File: src/sdram_cmd_pkg.sv
/*
 * SDRAM command opcodes as {cs_n, ras_n, cas_n, we_n}
 * Address and bank widths of the board memory
 * Address word for PRECHARGE ALL
 */
`default_nettype none

package sdram_cmd_pkg;

    localparam int ADDR_WIDTH = 13;     // A12..A0
    localparam int BA_WIDTH   = 2;      // BA1..BA0

    // Pin code, MSB is chip select
    typedef enum logic [3:0] {
        CMD_MODE_SET     = 4'b0000,     // LOAD MODE REGISTER
        CMD_AUTO_REFRESH = 4'b0001,     // CBR refresh, bank ignored
        CMD_PRECHARGE    = 4'b0010,     // A10 selects all banks
        CMD_NOP          = 4'b0111      // Selected, no operation
    } sdram_cmd_t;

    // A10 high turns PRECHARGE into PRECHARGE ALL
    localparam logic [ADDR_WIDTH-1:0] PALL_ADDR = 13'b0_0100_0000_0000;

endpackage

`default_nettype wire

File: src/sdram_timing_pkg.sv
/*
 * SDRAM timing constants in clock cycles
 * Counter width shared by the sequencer and refresh scheduler
 * Mode register word loaded during initialization
 */
`default_nettype none

package sdram_timing_pkg;

    // Wide enough for REFRESH_INTERVAL, the largest count
    localparam int COUNT_WIDTH = 7;

    // Power-up wait before the first command
    localparam logic [COUNT_WIDTH-1:0] POWER_UP_CYCLES = 7'd6;      // Shortened 100 us wait

    localparam logic [COUNT_WIDTH-1:0] TRP_CYCLES = 7'd2;           // NOPs after PRECHARGE
    localparam logic [COUNT_WIDTH-1:0] TRC_CYCLES = 7'd8;           // NOPs after AUTO REFRESH
    localparam logic [COUNT_WIDTH-1:0] INIT_REFRESH_COUNT = 7'd8;   // Refreshes during init
    localparam logic [COUNT_WIDTH-1:0] TMRD_CYCLES = 7'd2;          // NOPs after MODE SET

    // Periodic refresh spacing, command to command
    localparam logic [COUNT_WIDTH-1:0] REFRESH_INTERVAL = 7'd100;

    // Mode register word, driven on the address pins with MODE SET
    localparam logic [12:0] MODE_REG_VALUE = {
        3'b000,     // A12..A10 reserved
        1'b1,       // A9 single location write
        2'b00,      // A8..A7 normal operation
        3'b011,     // A6..A4 CAS latency 3
        1'b0,       // A3 sequential burst
        3'b000      // A2..A0 burst length 1
    };

endpackage

`default_nettype wire
File: src/sdram_cmd_mux.sv
/*
 * Command source select between init FSM and refresh scheduler
 * Registered SDRAM command, address and bank pins
 * Sticky initialized flag and registered ready level
 */
`default_nettype none

module sdram_cmd_mux (
    input  wire                                     clock,
    input  wire                                     reset,
    input  wire                                     init_active,
    input  wire                                     init_done,
    input  sdram_cmd_pkg::sdram_cmd_t               init_cmd,
    input  wire  [sdram_cmd_pkg::ADDR_WIDTH-1:0]    init_addr,
    input  sdram_cmd_pkg::sdram_cmd_t               ref_cmd,
    input  wire                                     ref_busy,
    output logic                                    dram_cs_n,
    output logic                                    dram_ras_n,
    output logic                                    dram_cas_n,
    output logic                                    dram_we_n,
    output logic [sdram_cmd_pkg::ADDR_WIDTH-1:0]    dram_addr,
    output logic [sdram_cmd_pkg::BA_WIDTH-1:0]      dram_ba,
    output logic                                    ready       // Free for read/write engine
);

    sdram_cmd_pkg::sdram_cmd_t cmd_q;   // Registered pin code
    logic                      initialized;

    always_ff @(posedge clock or posedge reset) begin
        if (reset) begin
            cmd_q       <= sdram_cmd_pkg::CMD_NOP;
            dram_addr   <= '0;
            dram_ba     <= '0;
            initialized <= 1'b0;
            ready       <= 1'b0;
        end else begin
            if (init_active) begin
                cmd_q     <= init_cmd;
                dram_addr <= init_addr;
            end else begin
                cmd_q     <= ref_cmd;
                dram_addr <= '0;                            // Refresh ignores address
            end
            dram_ba <= '0;                                  // No bank use yet
            if (init_done)
                initialized <= 1'b1;
            // init_done included so ready rises the cycle after it
            ready <= (initialized || init_done) && !ref_busy;
        end
    end

    assign {dram_cs_n, dram_ras_n, dram_cas_n, dram_we_n} = cmd_q;

endmodule

`default_nettype wire

File: src/sdram_ctrl_top.sv
/*
 * SDRAM command front end top level
 * Init FSM and refresh scheduler feeding the pin multiplexer
 */
`default_nettype none

module sdram_ctrl_top (
    input  wire                                     clock,
    input  wire                                     reset,
    input  wire                                     enable,     // Start initialization
    output logic                                    ready,
    output logic                                    dram_cs_n,
    output logic                                    dram_ras_n,
    output logic                                    dram_cas_n,
    output logic                                    dram_we_n,
    output logic [sdram_cmd_pkg::ADDR_WIDTH-1:0]    dram_addr,
    output logic [sdram_cmd_pkg::BA_WIDTH-1:0]      dram_ba
);

    sdram_cmd_pkg::sdram_cmd_t                init_cmd;
    logic [sdram_cmd_pkg::ADDR_WIDTH-1:0]     init_addr;
    logic                                     init_active;
    logic                                     init_done;    // Arms refresh, sets initialized
    sdram_cmd_pkg::sdram_cmd_t                ref_cmd;
    logic                                     ref_busy;

    sdram_init_seq u_init_seq (
        .clock       (clock),
        .reset       (reset),
        .enable      (enable),
        .init_cmd    (init_cmd),
        .init_addr   (init_addr),
        .init_active (init_active),
        .init_done   (init_done)
    );

    sdram_refresh_sched u_refresh_sched (
        .clock     (clock),
        .reset     (reset),
        .init_done (init_done),
        .ref_cmd   (ref_cmd),
        .ref_busy  (ref_busy)
    );

    sdram_cmd_mux u_cmd_mux (
        .clock       (clock),
        .reset       (reset),
        .init_active (init_active),
        .init_done   (init_done),
        .init_cmd    (init_cmd),
        .init_addr   (init_addr),
        .ref_cmd     (ref_cmd),
        .ref_busy    (ref_busy),
        .dram_cs_n   (dram_cs_n),
        .dram_ras_n  (dram_ras_n),
        .dram_cas_n  (dram_cas_n),
        .dram_we_n   (dram_we_n),
        .dram_addr   (dram_addr),
        .dram_ba     (dram_ba),
        .ready       (ready)
    );

endmodule

`default_nettype wire

File: src/sdram_init_seq.sv
/*
 * SDRAM power-up and initialization FSM
 * Power-up wait, PRECHARGE ALL, eight AUTO REFRESH, MODE SET
 * Internal wait counter and refresh counter
 */
`default_nettype none

module sdram_init_seq (
    input  wire                                     clock,
    input  wire                                     reset,
    input  wire                                     enable,      // Start request
    output sdram_cmd_pkg::sdram_cmd_t               init_cmd,    // Wanted command
    output logic [sdram_cmd_pkg::ADDR_WIDTH-1:0]    init_addr,   // Wanted address
    output logic                                    init_active, // Sequence owns the pins
    output logic                                    init_done    // Last TMRD cycle
);

    typedef enum logic [3:0] {
        IDLE,
        POWER_UP,
        PRECHARGE,
        TRP_WAIT,
        REFRESH,
        TRC_WAIT,
        MODE_SET,
        TMRD_WAIT,
        DONE
    } state_t;

    state_t state;
    state_t state_next;

    logic [sdram_timing_pkg::COUNT_WIDTH-1:0] wait_cnt;     // Cycles spent in a wait state
    logic [sdram_timing_pkg::COUNT_WIDTH-1:0] wait_target;  // Last cycle of current wait
    logic [sdram_timing_pkg::COUNT_WIDTH-1:0] ref_cnt;      // Init refreshes issued
    logic                                     in_wait;      // Counting NOP cycles
    logic                                     wait_expired;

    // Wait length per state
    always_comb begin
        in_wait     = 1'b1;
        wait_target = '0;
        case (state)
            POWER_UP:  wait_target = sdram_timing_pkg::POWER_UP_CYCLES - 1'b1;
            TRP_WAIT:  wait_target = sdram_timing_pkg::TRP_CYCLES - 1'b1;
            TRC_WAIT:  wait_target = sdram_timing_pkg::TRC_CYCLES - 1'b1;
            TMRD_WAIT: wait_target = sdram_timing_pkg::TMRD_CYCLES - 1'b1;
            default:   in_wait = 1'b0;                      // Single-cycle or holding states
        endcase
    end

    assign wait_expired = (wait_cnt == wait_target);

    // Next state
    always_comb begin
        state_next = state;
        case (state)
            IDLE:      if (enable) state_next = POWER_UP;
            POWER_UP:  if (wait_expired) state_next = PRECHARGE;
            PRECHARGE: state_next = TRP_WAIT;
            TRP_WAIT:  if (wait_expired) state_next = REFRESH;
            REFRESH:   state_next = TRC_WAIT;
            TRC_WAIT: begin
                if (wait_expired) begin
                    // Count already includes the refresh just issued
                    if (ref_cnt == sdram_timing_pkg::INIT_REFRESH_COUNT)
                        state_next = MODE_SET;
                    else
                        state_next = REFRESH;
                end
            end
            MODE_SET:  state_next = TMRD_WAIT;
            TMRD_WAIT: if (wait_expired) state_next = DONE;
            DONE:      state_next = DONE;                   // Held until reset
            default:   state_next = IDLE;
        endcase
    end

    always_ff @(posedge clock or posedge reset) begin
        if (reset) begin
            state    <= IDLE;
            wait_cnt <= '0;
            ref_cnt  <= '0;
        end else begin
            state <= state_next;
            if (state_next != state)
                wait_cnt <= '0;                             // Fresh count per state
            else if (in_wait)
                wait_cnt <= wait_cnt + 1'b1;
            if (state == REFRESH)
                ref_cnt <= ref_cnt + 1'b1;
        end
    end

    // Command and address per state
    always_comb begin
        init_cmd  = sdram_cmd_pkg::CMD_NOP;
        init_addr = '0;                                     // Don't care outside PALL and MRS
        case (state)
            PRECHARGE: begin
                init_cmd  = sdram_cmd_pkg::CMD_PRECHARGE;
                init_addr = sdram_cmd_pkg::PALL_ADDR;       // All banks
            end
            REFRESH:   init_cmd = sdram_cmd_pkg::CMD_AUTO_REFRESH;
            MODE_SET: begin
                init_cmd  = sdram_cmd_pkg::CMD_MODE_SET;
                init_addr = sdram_timing_pkg::MODE_REG_VALUE;
            end
            default:   init_cmd = sdram_cmd_pkg::CMD_NOP;
        endcase
    end

    assign init_active = (state != IDLE) && (state != DONE);
    assign init_done   = (state == TMRD_WAIT) && wait_expired;  // tMRD met after this cycle

endmodule

`default_nettype wire

File: src/sdram_refresh_sched.sv
/*
 * Periodic AUTO REFRESH scheduler
 * Armed by the end of initialization, one refresh per interval
 * Busy level covering the refresh and its recovery window
 */
`default_nettype none

module sdram_refresh_sched (
    input  wire                         clock,
    input  wire                         reset,
    input  wire                         init_done,  // Arms the interval timer
    output sdram_cmd_pkg::sdram_cmd_t   ref_cmd,    // AUTO REFRESH pulse or NOP
    output logic                        ref_busy    // Refresh plus tRC window
);

    logic                                     armed;        // Init finished
    logic [sdram_timing_pkg::COUNT_WIDTH-1:0] interval_cnt; // Position in refresh period
    logic [sdram_timing_pkg::COUNT_WIDTH-1:0] busy_cnt;     // Recovery cycles left
    logic                                     refresh_due;

    // Expiry one cycle ahead of the pins, the mux adds the other
    assign refresh_due = armed &&
                         (interval_cnt == sdram_timing_pkg::REFRESH_INTERVAL - 1'b1);

    always_ff @(posedge clock or posedge reset) begin
        if (reset) begin
            armed        <= 1'b0;
            interval_cnt <= '0;
        end else if (!armed) begin
            if (init_done) begin
                armed        <= 1'b1;
                interval_cnt <= 'd1;                        // init_done cycle counts as zero
            end
        end else if (refresh_due) begin
            interval_cnt <= '0;                             // Wrap, next period
        end else begin
            interval_cnt <= interval_cnt + 1'b1;
        end
    end

    // Recovery window after each refresh
    always_ff @(posedge clock or posedge reset) begin
        if (reset)
            busy_cnt <= '0;
        else if (refresh_due)
            busy_cnt <= sdram_timing_pkg::TRC_CYCLES;
        else if (busy_cnt != '0)
            busy_cnt <= busy_cnt - 1'b1;
    end

    assign ref_cmd  = refresh_due ? sdram_cmd_pkg::CMD_AUTO_REFRESH : sdram_cmd_pkg::CMD_NOP;
    assign ref_busy = refresh_due || (busy_cnt != '0);

endmodule

`default_nettype wire

File: config.mk
export PLATFORM = sky130hd
export DESIGN_NAME = sdram_ctrl_top
export DESIGN_NICKNAME = d
export VERILOG_FILES = /design/src/sdram_cmd_pkg.sv /design/src/sdram_timing_pkg.sv /design/src/sdram_cmd_mux.sv /design/src/sdram_ctrl_top.sv /design/src/sdram_init_seq.sv /design/src/sdram_refresh_sched.sv
export SDC_FILE = /design/constraint.sdc
export NUM_CORES = 1
export LEC_CHECK = 0
export BUFFER_PORTS_ARGS = -buffer_cell sky130_fd_sc_hd__clkbuf_2
export CORE_ASPECT_RATIO = 0.6
export CORE_MARGIN = 3
export CORE_UTILIZATION = 45
export CTS_CLUSTER_DIAMETER = 50
export DETAILED_ROUTE_END_ITERATION = 12
export MAX_ROUTING_LAYER = met4
export PLACE_DENSITY_LB_ADDON = 0.12
export SLEW_MARGIN = 20
export SYNTH_ARGS = -nofsm -noshare
export SYNTH_HDL_FRONTEND = slang
export SYNTH_HIERARCHICAL = 1
export SYNTH_SLANG_ARGS = --single-unit
File: constraint.sdc
create_clock -name clock -period 3.8 [get_ports clock]
set_clock_uncertainty 0.05 [all_clocks]
set_input_delay 0.19 -clock clock [delete_from_list [all_inputs] [get_ports clock]]
set_output_delay 0.19 -clock clock [all_outputs]
set_load 0.005 [all_outputs]
==> impl_results.md, run 1 <==
- Vias: 1729
- Initial antenna violation count: 0
- CP Data Required Time: 3940 ps
- N_diodes: 0
- Worst-Margin Slew: approximately 750 ps
- Postcts setup bufs: 0
- Synth Area in Compound Gates: 10.6%
- Hold Path Class: primary input to flop
- Final setup violation count: 0
- Final Net Count: approximately 280
- Routed Antenna Nets: 0
- CP Data Arrival Time: 2570 ps
- Crit path from: u_init_seq/state[0]
- Die Width: 106 µm
- Main combinational cell family by area after synthesis: simple AND/OR/NAND/NOR gates
- Post-Synth Simple-Gate Area: 21.3%
- Worst Hold Launch: enable
- Synth Area in XOR/XNOR: 4.53%
- Unrepaired setup endpoints after global routing: no
- CTS buffer count: 5
- R2R setup slack: 1370 ps
- Final HPWL DP: 3400 µm
- Reg clk slew, reported paths: between 100 and 150 ps
- H-tree depth: 2
- DR pass1 iterations: 4
- Max FO, Critical Path: 9
- Crit Path Class: flop to flop
- Final estimated routing congestion in global placement: approximately 0.8
- Commonest non-fill, non-tap cell in the layout: dfrtp_1
- Via-per-instance ratio: 4.94
- Reg-to-Reg Start: u_init_seq/state[0]
- Post-synth ARST share: 100%
- Ys flop type: dfrtp_1
- Post-route minimum period: around 2400 ps
- Clock Sinks: 52
- Final setup TNS: 0 ps
- Clock Latency Late Sink: approximately 310 ps
- PD cells: 582 nW/µm²
- Fill cell count: 532
- CTS tree: yes
- Wire length per cell: between 10 and 15 µm
- CP startpoint kind: flop
- Row count: 21
- Die Y: between 60 and 70 µm
- DRC Markers: 0
- Ports: 23
- Final Power: 1.66 mW
- Largest net degree at the start of global routing: 21
- Die ar.: 7010 µm²
- Post-synthesis adder-cell area fraction: under 10%
- Register area share after synthesis: 48.3%
- Netlist Area Pre-Place: between 2000 and 3000 µm²
- Post-synthesis cell type count: 60
- Pleak: between 1 and 1.5 nW
- Status: finished clean
- Normalized max-slew margin: 49.8%
- Final period util: 64.1%
- WL final: 4710 µm
- Root buf cell: clkbuf_8
- Post-synth EDFFs: 0
- Mux cell area share after synthesis: 2.96%
- Maxcap violations: 0
- Most frequent cells in the layout: 49 x dfrtp_1, 20 x clkbuf_2, 16 x inv_1, 15 x nand2_1
- Post-Syn Instances: 260
- Syn avg cell area: 10.4 µm²
- Max-slew violation count: 0
- Maximum vdd drop: 187 µV
- Layout cells sized above 1: 18.5%
- Fmax: 411 MHz
- GRT overflow: 0
- YS warnings: 6
- Starting Density: 47.4%
- Synthesis-to-layout area growth: 5.37%
- Iter 0 DRT Violations: 96
- Port Buf Inserts: 20
- Post-CTS Resized: 0
- Maximum clock insertion buffer count: 2
- CP Capture Type: flop
- CORE AREA: 5700 µm²
- Tot GR Track Use: 15.3%
- Yosys reg bits: 52
- Final hold violation count: 0
- Vias in the first global route: 1575
- First-pass GRT wire length: 8060 µm
- # hold bufs at CTS: 1
-- cells by family (layout without fill, tap and decap cells) --
kind of cell               Yosys count  count (layout)
muxes                                6               6
adders and majority gates            5               5
buffers and inverters               45              45
xor gates and xnor gates            14              14
other                                4              14
AOI/OAI and AO/OA                   38              38
and+or+nand+nor                     96              96
DFF                                 52              52
-- worst paths after layout --
check                                                   to  cells past startpoint
max                        u_refresh_sched/interval_cnt[6]                      7
min                                    u_init_seq/state[0]                      3
max reg2reg                u_refresh_sched/interval_cnt[6]                      7
min reg2reg                          u_init_seq/ref_cnt[6]                      1
max in group asynchronous            u_init_seq/ref_cnt[5]                      3
min in group asynchronous  u_refresh_sched/interval_cnt[2]                      3
-- area by class of cell --
| class | instances | area, µm² | area share, % |
|---|---|---|---|
| inverter | 16 | 60.1 | 2.11 |
| timing repair buffer | 21 | 110 | 3.86 |
| sequential | 52 | 1310 | 45.8 |
| multi-input combinational | 173 | 1180 | 41.4 |
| clock inverter | 3 | 26.3 | 0.922 |
| clock buffer | 5 | 68.8 | 2.42 |
| tap | 80 | 100 | 3.51 |
-- critical path, stage by stage (launching register included) --
cell	delay [ps]
dfrtp_1	540
nor2b_1	550
xnor2_1	260
nand3_1	140
nor2_1	280
nor2_1	170
a22oi_1	200
o21ai_0	100
-- power by group --
group | internal [mW] | switching [mW] | total, mW | leakage, nW
combinational | 0.241 | 0.251 | 0.491 | 0.602
clock | 0.134 | 0.201 | 0.335 | 0.0423
sequential | 0.664 | 0.166 | 0.831 | 0.669
-- cells in the mapped netlist (2+ instances only) --
library cell / number / area, µm²
nor3b_1: 2 / 15.0
nand4_1: 5 / 31.3
and2_1: 14 / 87.6
and3_1: 5 / 31.3
a21oi_1: 4 / 20.0
o21bai_1: 3 / 22.5
nor2_1: 14 / 52.6
nor4_1: 5 / 31.3
mux2i_1: 2 / 20.0
dfrtp_1: 49 / 1230
dfstp_2: 3 / 78.8
a22oi_1: 2 / 15.0
ha_1: 5 / 62.6
xnor2_1: 11 / 96.3
or2_2: 2 / 12.5
or4b_1: 2 / 20.0
mux2_4: 4 / 60.1
buf_6: 2 / 22.5
clkbuf_1: 4 / 15.0
nor2b_1: 4 / 25.0
nand2_1: 15 / 56.3
conb_1: 4 / 15.0
inv_1: 16 / 60.1
o21ai_0: 10 / 50.1
a31oi_1: 2 / 12.5
buf_2: 5 / 25.0
o22ai_1: 2 / 12.5
xor2_1: 3 / 26.3
nand2b_1: 3 / 18.8
nor3_1: 4 / 20.0
nand3_1: 8 / 40.0
buf_4: 18 / 135
-- flip-flops by register name (all words and copies together) (netlist names) --
signal / cells
u_cmd_mux/dram_addr: 13
u_init_seq/ref_cnt: 7
u_init_seq/wait_cnt: 7
u_refresh_sched/busy_cnt: 7
u_refresh_sched/interval_cnt: 7
u_cmd_mux/cmd_q: 4
u_init_seq/state: 4
u_cmd_mux/initialized: 1
u_cmd_mux/ready: 1
u_refresh_sched/armed: 1
-- metrics by stage --
stage / utilization [%] / cell area [µm²] / instances / setup slack, ps / hold slack [ps]
finish: 50.0 / 2850 / 350 / 1370 / 93.7
global route: 50.0 / 2850 / 350 / 1120 / 93.7
CTS: 50.0 / 2850 / 350 / 1370 / 84.2
detailed placement: 48.1 / 2740 / 341 / 1400 / 258
global placement: 48.1 / 2740 / 341 / 1490 / 265
floorplan: - / 2740 / 270 / 1790 / 41.5
-- routing by layer --
metal / GRT usage, % / routed length [µm] / up-vias / share of wire [%]
met4: 4.85 / 46 / 0 / 0.98
met1: 24.4 / 2710 / 807 / 58
met3: 3.61 / 245 / 5 / 5.2
met2: 18.3 / 1710 / 41 / 36
li1: - / - / 876 / -
met5: - / 0 / - / 0
(Power assumes the default switching activity.)
==> inputs of run 2 (changes only) <==
--- a/config.mk
+++ b/config.mk
@@ -5,6 +5,7 @@
 export SDC_FILE = /design/constraint.sdc
 export NUM_CORES = 1
 export LEC_CHECK = 0
+export ABC_AREA = 1
 export BUFFER_PORTS_ARGS = -buffer_cell sky130_fd_sc_hd__clkbuf_2
 export CORE_ASPECT_RATIO = 0.6
 export CORE_MARGIN = 3
==> constraint.sdc (replaced) <==
create_clock -name clock -period 2.2 [get_ports clock]
set_clock_uncertainty 0.05 [all_clocks]
set_input_delay 0.11 -clock clock [delete_from_list [all_inputs] [get_ports clock]]
set_output_delay 0.11 -clock clock [all_outputs]
set_load 0.005 [all_outputs]
==> run 2 against run 1 <==
Final area is 6.1% higher. Power up 1.3%. Combinational power decreased by 91%. Utilization is 2.1 points higher. Via count rose by 16%. Global-route usage rose by 0.72 points. Flip-flop and latch count unchanged. Hold slack improved by 120 ps. Die area is 3.6% higher.
==> impl_results.md, run 2 <==
- Status: finished clean
- Yosys top cell area share: 43.6% (-1.7 points)
- Ports: 23 (unchanged)
- CORE AREA: 5810 µm² (+1.8%)
- Final HPWL DP: 3820 µm (+12%)
- Hold Path Class: primary input to flop
- Unrepaired setup endpoints after global routing: no
- Reg-to-Reg Start: u_init_seq/state[3]
- Area contributors post-synth: dfrtp_1 44%, nand2_1 11%, inv_1 7.3%
- Syn avg cell area: 8.12 µm² (-22%)
- Post-synthesis cell type count: 34 (-43%)
- Final hold violation count: 0 (unchanged)
- Post-route minimum period: 1920 ps (-518 ps)
- CTS tree: yes
- H-tree depth: 2 (unchanged)
- Normalized max-slew margin: 51.3% (+1.5 points)
- DRC Markers: 0 (unchanged)
- Iter 0 DRT Violations: 93 (-3.1%)
- Port Buf Inserts: 20 (unchanged)
- Post-synth top cells: 81 x nand2_1, 55 x inv_1, 49 x dfrtp_1, 32 x nor2_1, 20 x nand3_1
- Row count: 21 (unchanged)
- Worst Hold Launch: enable
- CP Data Required Time: 2350 ps (-1590 ps)
- Hold Path End: u_init_seq/state[0]
- Crit-path slowest cell: dfrtp_1
- Initial antenna violation count: 0 (unchanged)
- Die Y: 67.2 µm (+1.8%)
- End of the worst register-to-register path: u_init_seq/wait_cnt[5]
- Max-slew violation count: 0 (unchanged)
- Largest net degree at the start of global routing: 20 (-4.8%)
- Post-synth ARST share: 100% (unchanged)
- Register area share after synthesis: 46.4% (-1.8 points)
- R2R setup slack: 280 ps (-1080 ps)
- GRT overflow: 0 (unchanged)
- Starting Density: 48.4% (+0.97 points)
- Vias in the first global route: 1859 (+18%)
- Fmax: 522 MHz (+27%)
- Largest Register: u_cmd_mux/dram_addr
- Final setup TNS: 0 ps (unchanged)
- Maximum clock insertion buffer count: 2 (unchanged)
- Clock Sinks: 52 (unchanged)
- Vias: 2008 (+16%)
- Worst path cell trace: inv_2, nand3_1, nand2_1, nand2_1, nor2_1, nand2_2, nand2_2, nand2_2, a21oi_4, nand3_4, nand3_1, nand2_1
- Wire length per cell: 11.3 µm (-16%)
- Final Net Count: 374 (+35%)
- First-pass GRT wire length: 8830 µm (+9.6%)
- Crit Path Class: flop to flop
- WHS Path Cells: 5 (+2)
- Layout cells sized above 1: 17.2% (-1.4 points)
- Reg clk slew, reported paths: 100 ps (about the same)
- Most frequent cells in the layout: 81 x nand2_1, 55 x inv_1, 48 x dfrtp_1, 31 x nor2_1
- R2R depth: 12 (+5)
- Clock Latency Late Sink: 300 ps (about the same)
- Maximum vdd drop: 414 µV (+120%)
- Commonest non-fill, non-tap cell in the layout: nand2_1
- Worst path max stage delay: 480 ps (-70 ps)
- Pleak: 1.72 nW (+31%)
- Final estimated routing congestion in global placement: 0.871 (+6.9%)
- Synthesis-to-layout area growth: 7.52%
- Final period util: 87.1% (+23 points)
- Fill cell count: 570 (+7.1%)
- Crit path from: u_init_seq/state[3]
- Final setup violation count: 0 (unchanged)
- Worst-Margin Slew: 729 ps (-16.9 ps)
- Post-synth EDFFs: 0 (unchanged)
- CP startpoint kind: flop
- Design area: 3020 µm² (+6.1%)
- WL final: 5050 µm (+7.2%)
- CTS buffer count: 5 (unchanged)
- PD cells: 556 nW/µm² (-4.4%)
- Count leader, synth: nand2_1
- N_diodes: 0 (unchanged)
- Root buf cell: clkbuf_8
- Yosys reg bits: 52 (unchanged)
- Routed Antenna Nets: 0 (unchanged)
- Area post-placement: 2890 µm² (+5.4%)
- Netlist Area Pre-Place: 2810 µm² (+3.9%)
- DR pass1 iterations: 4 (unchanged)
- Tot GR Track Use: 16.0% (+0.72 points)
- Ys flop type: dfrtp_1
- CP Data Arrival Time: 2060 ps (-510 ps)
- YS warnings: 6 (unchanged)
- Die ar.: 7260 µm² (+3.6%)
- Via-per-instance ratio: 4.49 (-9.1%)
- Max reg flops: 13 (unchanged)
- Die Width: 108 µm (+1.8%)
- Post-Syn Instances: 346 (+33%)
- CP Capture Type: flop
- Hold Worst Slack: 211 ps (+117 ps)
- Maxcap violations: 0 (unchanged)
- Area leader, netlist: dfrtp_1
- Max FO, Critical Path: 7 (-2)
==> run 2: kinds of logic after synthesis <==
kind of cell / synth area share, %
buffers and inverters: 14.3
adder cells (fa/ha/maj): 2.23
AO/OA/AOI/OAI: 5.92
XOR/XNOR: 4.36
flip-flops: 46.4
other: 0.534
AND/OR/NAND/NOR: 26.2
==> run 2: metal layers <==
| metal | GRT usage (%) | share of wire, % | vias to the layer above | wire length (µm) |
|---|---|---|---|---|
| li1 | - | - | 1063 | - |
| met4 | 3.78 | 0.50 | 0 | 25 |
| met1 | 24.8 | 55 | 918 | 2800 |
| met3 | 3.15 | 3.3 | 2 | 169 |
| met2 | 21.2 | 41 | 25 | 2050 |
| met5 | - | 0 | - | 0 |
==> run 2: worst max-delay path by stage <==
| stage | depth (start not counted) | slack [ps] | end |
|---|---|---|---|
| after detailed placement | 13 | 170 | u_refresh_sched/interval_cnt[0] |
| after global placement | 13 | 260 | u_refresh_sched/interval_cnt[0] |
| final | 12 | 280 | u_init_seq/wait_cnt[5] |
| after global routing | 14 | 8 | u_refresh_sched/interval_cnt[0] |
| after CTS | 13 | 150 | u_refresh_sched/interval_cnt[0] |
| after floorplan | 13 | 540 | u_init_seq/wait_cnt[5] |
==> run 2: worst max-delay path, delay by kind of cell, from the launching register on <==
kind / cells / cell delay [ps]
and+or+nand+nor: 10 / 940
DFF: 1 / 480
AOI/OAI and AO/OA: 1 / 190
buffers and inverters: 1 / 150
==> run 2: timing repair <==
item                                    in CTS  in global routing
buffers inserted                             0                  0
gates resized for setup                      0                  2
endpoints found under the setup margin       0                  2
hold buffers                                 1                  0
hold endpoints to repair                    49                  0
==> run 2: area by class of cell <==
type | instances | area [µm²] | area share [%]
Timing Repair Buffer | 23 | 125 | 4.14
Clock buffer | 5 | 68.8 | 2.28
Tap cell | 80 | 100 | 3.31
Multi-Input combinational cell | 223 | 1140 | 37.8
Sequential cell | 52 | 1310 | 43.2
Inverter | 61 | 231 | 7.66
Clock inverter | 3 | 46.3 | 1.53
==> run 2: metrics by stage <==
step	util, %	total power [mW]	std cells	setup slack (ps)
floorplan	-	1.03	356	541
global placement	49.8	1.03	438	263
detailed placement	49.8	1.03	438	174
CTS	52.0	1.71	447	147
global route	52.0	1.76	447	8.47
finish	52.0	1.68	447	283
==> run 2: report_power, final <==
group          leakage (nW)  switching (mW)  internal, mW
clock                0.0548           0.325         0.343
sequential            0.673         0.00251         0.965
combinational         0.990          0.0314        0.0126
